File: src/decPkg.sv
// ********************
// decode package
// register ids, micro-op, form and width codes
// and the pipeline payload structs of the RISC-V decoder
// ********************

package decPkg;

	typedef logic [6:0] gprT;
	typedef logic [32:0] immT; // bit 32 is the extension bit
	typedef logic [5:0] nmidT;
	typedef logic [3:0] fmidT;
	typedef logic [3:0] ityT;
	typedef logic [2:0] btyT;
	typedef logic [2:0] iucT;

	// special registers of the core
	// fields 8..31 keep their own number
	localparam gprT grZzr = 7'h00;
	localparam gprT grLr  = 7'h41;
	localparam gprT grSp  = 7'h42;
	localparam gprT grGbr = 7'h43;
	localparam gprT grTbr = 7'h44;
	localparam gprT grDhr = 7'h45;
	localparam gprT grDlr = 7'h46;
	localparam gprT grR7  = 7'h07;
	localparam gprT grPc  = 7'h40;
	localparam gprT grImm = 7'h5E; // operand taken from imm

	// micro-op codes
	localparam nmidT ucInvop  = 6'h00;
	localparam nmidT ucMovRm  = 6'h01;
	localparam nmidT ucMovMr  = 6'h02;
	localparam nmidT ucJcmp   = 6'h08;
	localparam nmidT ucJsr    = 6'h09;
	localparam nmidT ucJmp    = 6'h0A;
	localparam nmidT ucAlu3   = 6'h10;
	localparam nmidT ucShad3  = 6'h14;
	localparam nmidT ucShadq3 = 6'h15;
	localparam nmidT ucLeaMr  = 6'h18;
	localparam nmidT ucMovIr  = 6'h1C;

	localparam iucT iucSc = 3'd0; // normal
	localparam iucT iucWx = 3'd1; // wide

	// sub-index codes
	localparam logic [5:0] ucixAluAdd    = 6'h00;
	localparam logic [5:0] ucixAluSub    = 6'h01;
	localparam logic [5:0] ucixAluAddSl  = 6'h02;
	localparam logic [5:0] ucixAluSubSl  = 6'h03;
	localparam logic [5:0] ucixAluSltSq  = 6'h04;
	localparam logic [5:0] ucixAluSltUq  = 6'h05;
	localparam logic [5:0] ucixAluSltSl  = 6'h06;
	localparam logic [5:0] ucixAluSltUl  = 6'h07;
	localparam logic [5:0] ucixAluXor    = 6'h08;
	localparam logic [5:0] ucixAluOr     = 6'h09;
	localparam logic [5:0] ucixAluAnd    = 6'h0A;
	localparam logic [5:0] ucixShadShld3  = 6'h00;
	localparam logic [5:0] ucixShadShlr3  = 6'h01;
	localparam logic [5:0] ucixShadShar3  = 6'h02;
	localparam logic [5:0] ucixShadShldq3 = 6'h04;
	localparam logic [5:0] ucixShadShlrq3 = 6'h05;
	localparam logic [5:0] ucixShadSharq3 = 6'h06;
	localparam logic [5:0] ucixJcmpQeq = 6'h10;
	localparam logic [5:0] ucixJcmpQne = 6'h11;
	localparam logic [5:0] ucixJcmpQlt = 6'h12;
	localparam logic [5:0] ucixJcmpQge = 6'h13;
	localparam logic [5:0] ucixJcmpQbl = 6'h14;
	localparam logic [5:0] ucixJcmpQhs = 6'h15;
	localparam logic [5:0] ucixLdiLdix = 6'h20;

	// form codes
	localparam fmidT fmZ            = 4'h0;
	localparam fmidT fmInv          = 4'h1;
	localparam fmidT fmRegReg       = 4'h2;
	localparam fmidT fmRegImmReg    = 4'h3;
	localparam fmidT fmLdRegDispReg = 4'h4;
	localparam fmidT fmRegStRegDisp = 4'h5;
	localparam fmidT fmImm8Reg      = 4'h6;
	localparam fmidT fmRegPc        = 4'h7;
	localparam fmidT fmPcDisp8      = 4'h8;

	localparam ityT itySb = 4'h0;
	localparam ityT itySw = 4'h1;
	localparam ityT ityUb = 4'h4;

	localparam btyT btySb = 3'd0;
	localparam btyT btySw = 3'd1;
	localparam btyT btyUq = 3'd7; // unsigned 64

	typedef struct packed {
		iucT        ucls;
		logic [5:0] ix;
	} uixtT;

	typedef struct packed {
		gprT regN; // rd
		gprT regM; // rs1
		gprT regO; // rs2
	} regFieldsT;

	typedef struct packed {
		immT immIs;
		immT immIu;
		immT immS;
		immT immB;
		immT immJ;
		immT immU;
	} immSetT;

	typedef struct packed {
		nmidT       nmid;
		fmidT       fmid;
		ityT        ity;
		btyT        bty;
		logic [5:0] ucmdIx;
	} classT;

	typedef struct packed {
		classT     cls;
		regFieldsT regs;
		immSetT    imms;
		logic      rejReq;
		logic      srUser;
	} stageAT;

	typedef struct packed {
		nmidT nmid;
		uixtT uixt;
		gprT  regN;
		gprT  regM;
		gprT  regO;
		immT  imm;
	} uopT;

	// all zero, which is also what a cleared pipeStage holds
	localparam uopT uopInv = '{nmid: ucInvop, uixt: '{ucls: iucSc, ix: 6'd0},
		regN: grZzr, regM: grZzr, regO: grZzr, imm: '0};

endpackage
File: src/rvRegFieldMap.sv
// ********************
// register field map
// rd, rs1 and rs2 onto core register ids,
// low fields land on the special registers
// ********************

`timescale 1ns/1ps

module rvRegFieldMap import decPkg::*; (
	input  logic [31:0] istrWord,
	output regFieldsT   regs,
	output logic        rejReq
);

	function automatic gprT mapField(input logic [4:0] field);
		gprT id;
		if (field[4:3] == 2'b00) begin
			case (field[2:0])
				3'd0:    id = grZzr;
				3'd1:    id = grLr;
				3'd2:    id = grSp;
				3'd3:    id = grGbr;
				3'd4:    id = grTbr;
				3'd5:    id = grDhr;
				3'd6:    id = grDlr;
				default: id = grR7;
			endcase
		end else begin
			id = {2'b00, field}; // plain gpr
		end
		return id;
	endfunction

	assign regs.regN = mapField(istrWord[11:7]);
	assign regs.regM = mapField(istrWord[19:15]);
	assign regs.regO = mapField(istrWord[24:20]);

	// writing TBR is kept from user mode
	assign rejReq = (istrWord[11:7] == 5'd4);

endmodule

File: config.mk
export PLATFORM = sky130hd
export DESIGN_NAME = rvRegFieldMap
export DESIGN_NICKNAME = d
export VERILOG_FILES = /design/src/decPkg.sv /design/src/rvRegFieldMap.sv
export SDC_FILE = /design/constraint.sdc
export NUM_CORES = 1
export LEC_CHECK = 0
export ABC_AREA = 0
export BUFFER_PORTS_ARGS = -buffer_cell sky130_fd_sc_hd__buf_2
export CAP_MARGIN = 15
export CORE_AREA = 4 4 41 43
export DETAILED_ROUTE_END_ITERATION = 10
export DIE_AREA = 0 0 45 47
export PLACE_DENSITY_LB_ADDON = 0.3
export RECOVER_POWER = 50
export SYNTH_ARGS = -nofsm -noshare
export SYNTH_HDL_FRONTEND = slang
export SYNTH_SLANG_ARGS = --single-unit
File: constraint.sdc
create_clock -name vclk -period 0.8
set_clock_uncertainty 0.1 [all_clocks]
set_input_delay 0 -clock vclk [all_inputs]
set_output_delay 0 -clock vclk [all_outputs]
set_load 0.05 [all_outputs]
==> metrics.md, run 1 <==
| Metric | Value |
|---|---|
| Status | complete, no violations |
| Seq_cells | 0 |
| Cell variety after synth | 9 |
| Initial Utilization | roughly an eighth |
| HP Class | in2out |
| Setup_tns | 0 ns |
| Largest net degree at the start of global routing | 5 |
| Total track usage | 4.72% |
| Worst Path Required | 0.70 ns |
| Initial antenna violation count | 0 |
| Hold path startpoint | istrWord[11] |
| CP max FO | 3 |
| Initial DRC count | 0 |
| Die Span X | 45 um |
| Nets | 86 |
| Crit path DAT | 0.69 ns |
| Total number of vias | approximately 270 |
| Final design utilization | 33.8% |
| Share of layout cells above drive strength 1 | 78.8% |
| DR pass1 iterations | 1 |
| Startpoint type of the worst setup path | input pin |
| Placed cells | 67 |
| Vias in the first global route | between 200 and 250 |
| Area Overhead vs Synth | 156% |
| WL/cell | 9.85 um |
| Register Area | 0 um2 |
| Worst Hold Path EP | regs[20] |
| Leading cell types in the layout, fill and taps excluded | 16 x buf_2, 12 x buf_6, 6 x clkbuf_1, 4 x buf_4 |
| CP Capture Type | output port |
| Max_cap viols | 0 |
| First-pass GRT wire length | 800 um |
| Antenna Cells | 0 |
| Via density | 4.00 |
| Commonest non-fill, non-tap cell in the layout | buf_2 |
| Period minus WS final | 0.786 ns |
| # fillers | 139 |
| Peak supply drop | 249 uV |
| I/O pins | 54 |
| Fin cells | 67 |
| Avg Inst Size Synth | 5.71 um2 |
| Critical path class | in2out |
| Fmax | 1270 MHz |
| CTS Hold Bufs | 0 |
| Synthesized cell area | 171 um2 |
| Relative slew slack | 60.1% |
| GPL Wtd Cong | 0.639 |
| Clkbuf count | 0 |
| Seq/Total Area, Yosys | 0% |
| Total gr overflow | 0 |
| Synth warnings | 0 |
| Routed WL | 660 um |
| DP Wirelength | about 540 um |
| DRT antenna net count | 0 |
| Leak | 0.202 nW |
| Die Height | 47 um |
| Slew Viols, Final | 0 |
| Final setup vio count | 0 |
| PortBufs | 34 |
| Hold path depth | 3 |
| Post-CTS repair timing setup buffer count | 0 |
| Remaining DRCs | 0 |
| RSZ-0062 raised after global routing | true |
| Slew @ Worst Pin | 0.602 ns |
| Period utilization | 98.2% |
| Full die area | 2120 um2 |
| Power per cell area | 929 nW/um2 |
| Final Hold Violating Endpoints | 0 |
| Std-Cell Core Area | 1300 um2 |
| Row count | 13 |
| Post-Syn Instances | 30 |
## layer usage
metal / part of all wire, % / vias to the layer above / global-route usage, % / wire length, um
li1: - / 127 / - / -
met1: 23 / 118 / 3.82 / 155
met2: 58 / 23 / 11.3 / 382
met3: 18 / 0 / 1.15 / 122
met4: 0 / 0 / 0 / 0
met5: 0 / - / 0 / 0
## report_power, final
| group | internal [W] | total, W | switching [W] |
|---|---|---|---|
| combinational | 0.000129 | 0.000408 | 0.000278 |
| clock | 0 | 0 | 0 |
| sequential | 0 | 0 | 0 |
## kinds of logic (layout without fill, tap and decap cells)
logic type	after synthesis	count (layout)	share of synthesized area, %
buffers and inverters	18	38	46.0
other	1	3	2.19
AND/OR/NAND/NOR	11	11	51.8
## cell usage after synthesis
master,n,share of area (%)
clkbuf_1,15,33
nor4_1,1,3.7
nor3_1,3,8.8
and3_4,1,6.6
conb_1,1,2.2
buf_4,3,13
nor4_2,3,22
and2_1,1,3.7
and3_1,2,7.3
## area by class of cell
cell class / count / area, um2 / share of cell area, %
well taps: 15 / 18.8 / 4.27
multi-input cells: 14 / 153 / 34.8
repair buffers: 38 / 268 / 61.0
## repair_timing
item,4_1_cts,5_1_grt
setup endpoints to repair,4,4
pin swaps,0,2
gates resized for setup,13,14
## through the flow
step	power, W	setup WS, ns	cell area (um2)	hold slack, ns
after floorplan	0.000277	-0.0945	205	-0.0327
after global placement	0.000364	-0.0871	345	0.209
after CTS	0.000389	0.000911	393	0.199
after global routing	0.000426	-0.0277	439	0.185
after detailed placement	0.000365	-0.0885	345	0.210
final	0.000408	0.0143	439	0.173
## worst max-delay path, stage by stage
cell	delay, ns
buf_2	0.11
and3_4	0.17
nor4_4	0.21
buf_6	0.19
## worst max-delay path by stage
| stage | from | end | slack [ns] | depth (start not counted) |
|---|---|---|---|---|
| after floorplan | istrWord[16] | regs[13] | -0.09 | 2 |
| after global placement | istrWord[21] | regs[6] | -0.09 | 4 |
| after detailed placement | istrWord[21] | regs[6] | -0.09 | 4 |
| after CTS | istrWord[7] | regs[20] | 0.0009 | 4 |
| after global routing | istrWord[8] | regs[20] | -0.03 | 4 |
| final | istrWord[20] | regs[6] | 0.01 | 4 |
No activity file was read; power rests on OpenSTA's default activity.
==> inputs of run 2 (changes only) <==
--- a/config.mk
+++ b/config.mk
@@ -5,7 +5,7 @@
 export SDC_FILE = /design/constraint.sdc
 export NUM_CORES = 1
 export LEC_CHECK = 0
-export ABC_AREA = 0
+export ABC_AREA = 1
 export BUFFER_PORTS_ARGS = -buffer_cell sky130_fd_sc_hd__buf_2
 export CAP_MARGIN = 15
 export CORE_AREA = 4 4 41 43
==> metrics.md, run 2 <==
| Metric | Value |
|---|---|
| Status | complete, no violations |
| Slew @ Worst Pin | 0.599 ns (-0.00273 ns) |
| RSZ-0062 raised after global routing | false |
| CP max FO | 2 (-1) |
| Initial antenna violation count | 0 (unchanged) |
| Clkbuf count | 0 (unchanged) |
| Critical path class | in2out |
| Nets | 90 (+4.7%) |
| Largest area contributor in the netlist | clkbuf_1 |
| Buf+Inv Stages, Crit Path | 2 (unchanged) |
| Fmax | 1330 MHz (+4.5%) |
| CP top delay family | buffers and inverters |
| Max_cap viols | 0 (unchanged) |
| Share of layout cells above drive strength 1 | 53.6% (-25 points) |
| Startpoint type of the worst setup path | input pin |
| GPL Wtd Cong | 0.587 (-8.1%) |
| Via density | 3.65 (-8.8%) |
| Avg Inst Size Synth | 4.31 um2 (-25%) |
| Leading cell types in the layout, fill and taps excluded | 25 x buf_2, 9 x clkbuf_1, 5 x nor2_2, 4 x nand2_1 |
| Post-CTS repair timing setup buffer count | 0 (unchanged) |
| Routed WL | 563 um (-15%) |
| Post-Syn Instances | 38 (+27%) |
| Final setup vio count | 0 (unchanged) |
| HP Class | in2out |
| Register Area | 0 um2 (unchanged) |
| Cell Chain, Critical Path | buf_2 > nor2_2 > nand2_1 > nor2_2 > buf_2 |
| Relative slew slack | 60.2% (+0.18 points) |
| Seq/Total Area, Yosys | 0% (unchanged) |
| First-pass GRT wire length | 579 um (-28%) |
| Top-count cell post-synth | clkbuf_1 |
| Die Span X | 45 um (unchanged) |
| Worst path max stage delay | 0.26 ns (+0.05 ns) |
| Final design utilization | 21.5% (-12 points) |
| # fillers | 167 (+20%) |
| Fin cells | 71 (+6.0%) |
| I/O pins | 54 (unchanged) |
| Pre-CTS setup slack | 0.0385 ns (+0.127 ns) |
| Commonest non-fill, non-tap cell in the layout | buf_2 |
| Synth top cells by count | 15 x clkbuf_1, 7 x nor2_1, 4 x nand2_1 |
| Peak supply drop | 218 uV (-13%) |
| Std-Cell Core Area | 1300 um2 (unchanged) |
| Slowest stage cell on the critical path | buf_2 |
| Row count | 13 (unchanged) |
| Antenna Cells | 0 (unchanged) |
| Final WS setup | 0.0484 ns (+0.0341 ns) |
| Post-CTS sizing | 0 (-13) |
| Leak | 0.154 nW (-24%) |
| Final Hold Violating Endpoints | 0 (unchanged) |
| Total number of vias | 259 (-3.4%) |
| Seq_cells | 0 (unchanged) |
| Synthesized cell area | 164 um2 (-4.4%) |
| Initial DRC count | 3 (+3) |
| Crit path DAT | 0.65 ns (-0.04 ns) |
| Synth warnings | 0 (unchanged) |
| Total gr overflow | 0 (unchanged) |
| Initial Utilization | 12.6% (-0.58 points) |
| Remaining DRCs | 0 (unchanged) |
| WL/cell | 7.93 um (-20%) |
| Die Height | 47 um (unchanged) |
| Placed cells | 71 (+6.0%) |
| Power per cell area | 1170 nW/um2 (+26%) |
| Cell variety after synth | 9 (unchanged) |
| CTS Hold Bufs | 0 (unchanged) |
| Pwr Total | 0.000328 W (-19%) |
| CP Capture Type | output port |
| Worst Path Required | 0.70 ns (about the same) |
| Full die area | 2120 um2 (unchanged) |
| Period utilization | 93.9% (-4.3 points) |
| DRT antenna net count | 0 (unchanged) |
| Post-synth top area share | 34.4% (+1.5 points) |
| Largest net degree at the start of global routing | 5 (unchanged) |
| PortBufs | 34 (unchanged) |
| Setup_tns | 0 ns (unchanged) |
| Total track usage | 3.38% (-1.3 points) |
| DR pass1 iterations | 2 (+1) |
| Ranking of synthesized cells by area | clkbuf_1 34%, nor2_1 16%, buf_4 14%, nand3_1 9.2%, nor3_1 9.2% |
| Period minus WS final | 0.752 ns (-0.0341 ns) |
| Slew Viols, Final | 0 (unchanged) |
| Area Overhead vs Synth | 71.0% |
| Vias in the first global route | 173 (-23%) |
## run 2: cell count changes in the layout (fill, tap and decap cells not counted), sizes merged
cell    delta
nor4       -4
inv        +1
nand2      +4
nor2       +8
and2       -1
buf        -7
clkbuf     +3
and3       -3
nand3      +3
## run 2: where the power goes
part | switching (W) | total [W] | internal, W
Clock | 0 | 0 | 0
Combinational | 0.000263 | 0.000328 | 0.0000657
Sequential | 0 | 0 | 0
## run 2: logic make-up (layout without fill, tap and decap cells)
logic type	after synthesis	count (layout)	share of synthesized area, %
buffers and inverters	19	35	50.4
and+or+nand+nor	18	18	47.3
other	1	3	2.29
## run 2: routing by layer
layer,vias to the layer above,part of all wire [%],GRT usage (%)
met4,0,0,0
met5,-,0,0
met1,106,29,3.60
li1,133,-,-
met3,0,17,0
met2,20,53,7.63
## run 2: final timing paths
| kind | start | to | cells past startpoint |
|---|---|---|---|
| min | istrWord[11] | regs[18] | 2 |
| max | istrWord[10] | regs[20] | 5 |
## run 2: area by class of cell
type	count	area, um2	share of cell area (%)
timing repair buffer	34	159	56.7
inverter	1	3.75	1.34
multi-input combinational	21	98.8	35.3
tap	15	18.8	6.70
## run 2: stage by stage
| stage | hold slack (ns) | cell area (um2) |
|---|---|---|
| global placement | 0.203 | 292 |
| detailed placement | 0.202 | 292 |
| finish | 0.209 | 280 |
| floorplan | 0.0664 | 181 |
| global route | 0.227 | 280 |
| CTS | 0.203 | 292 |
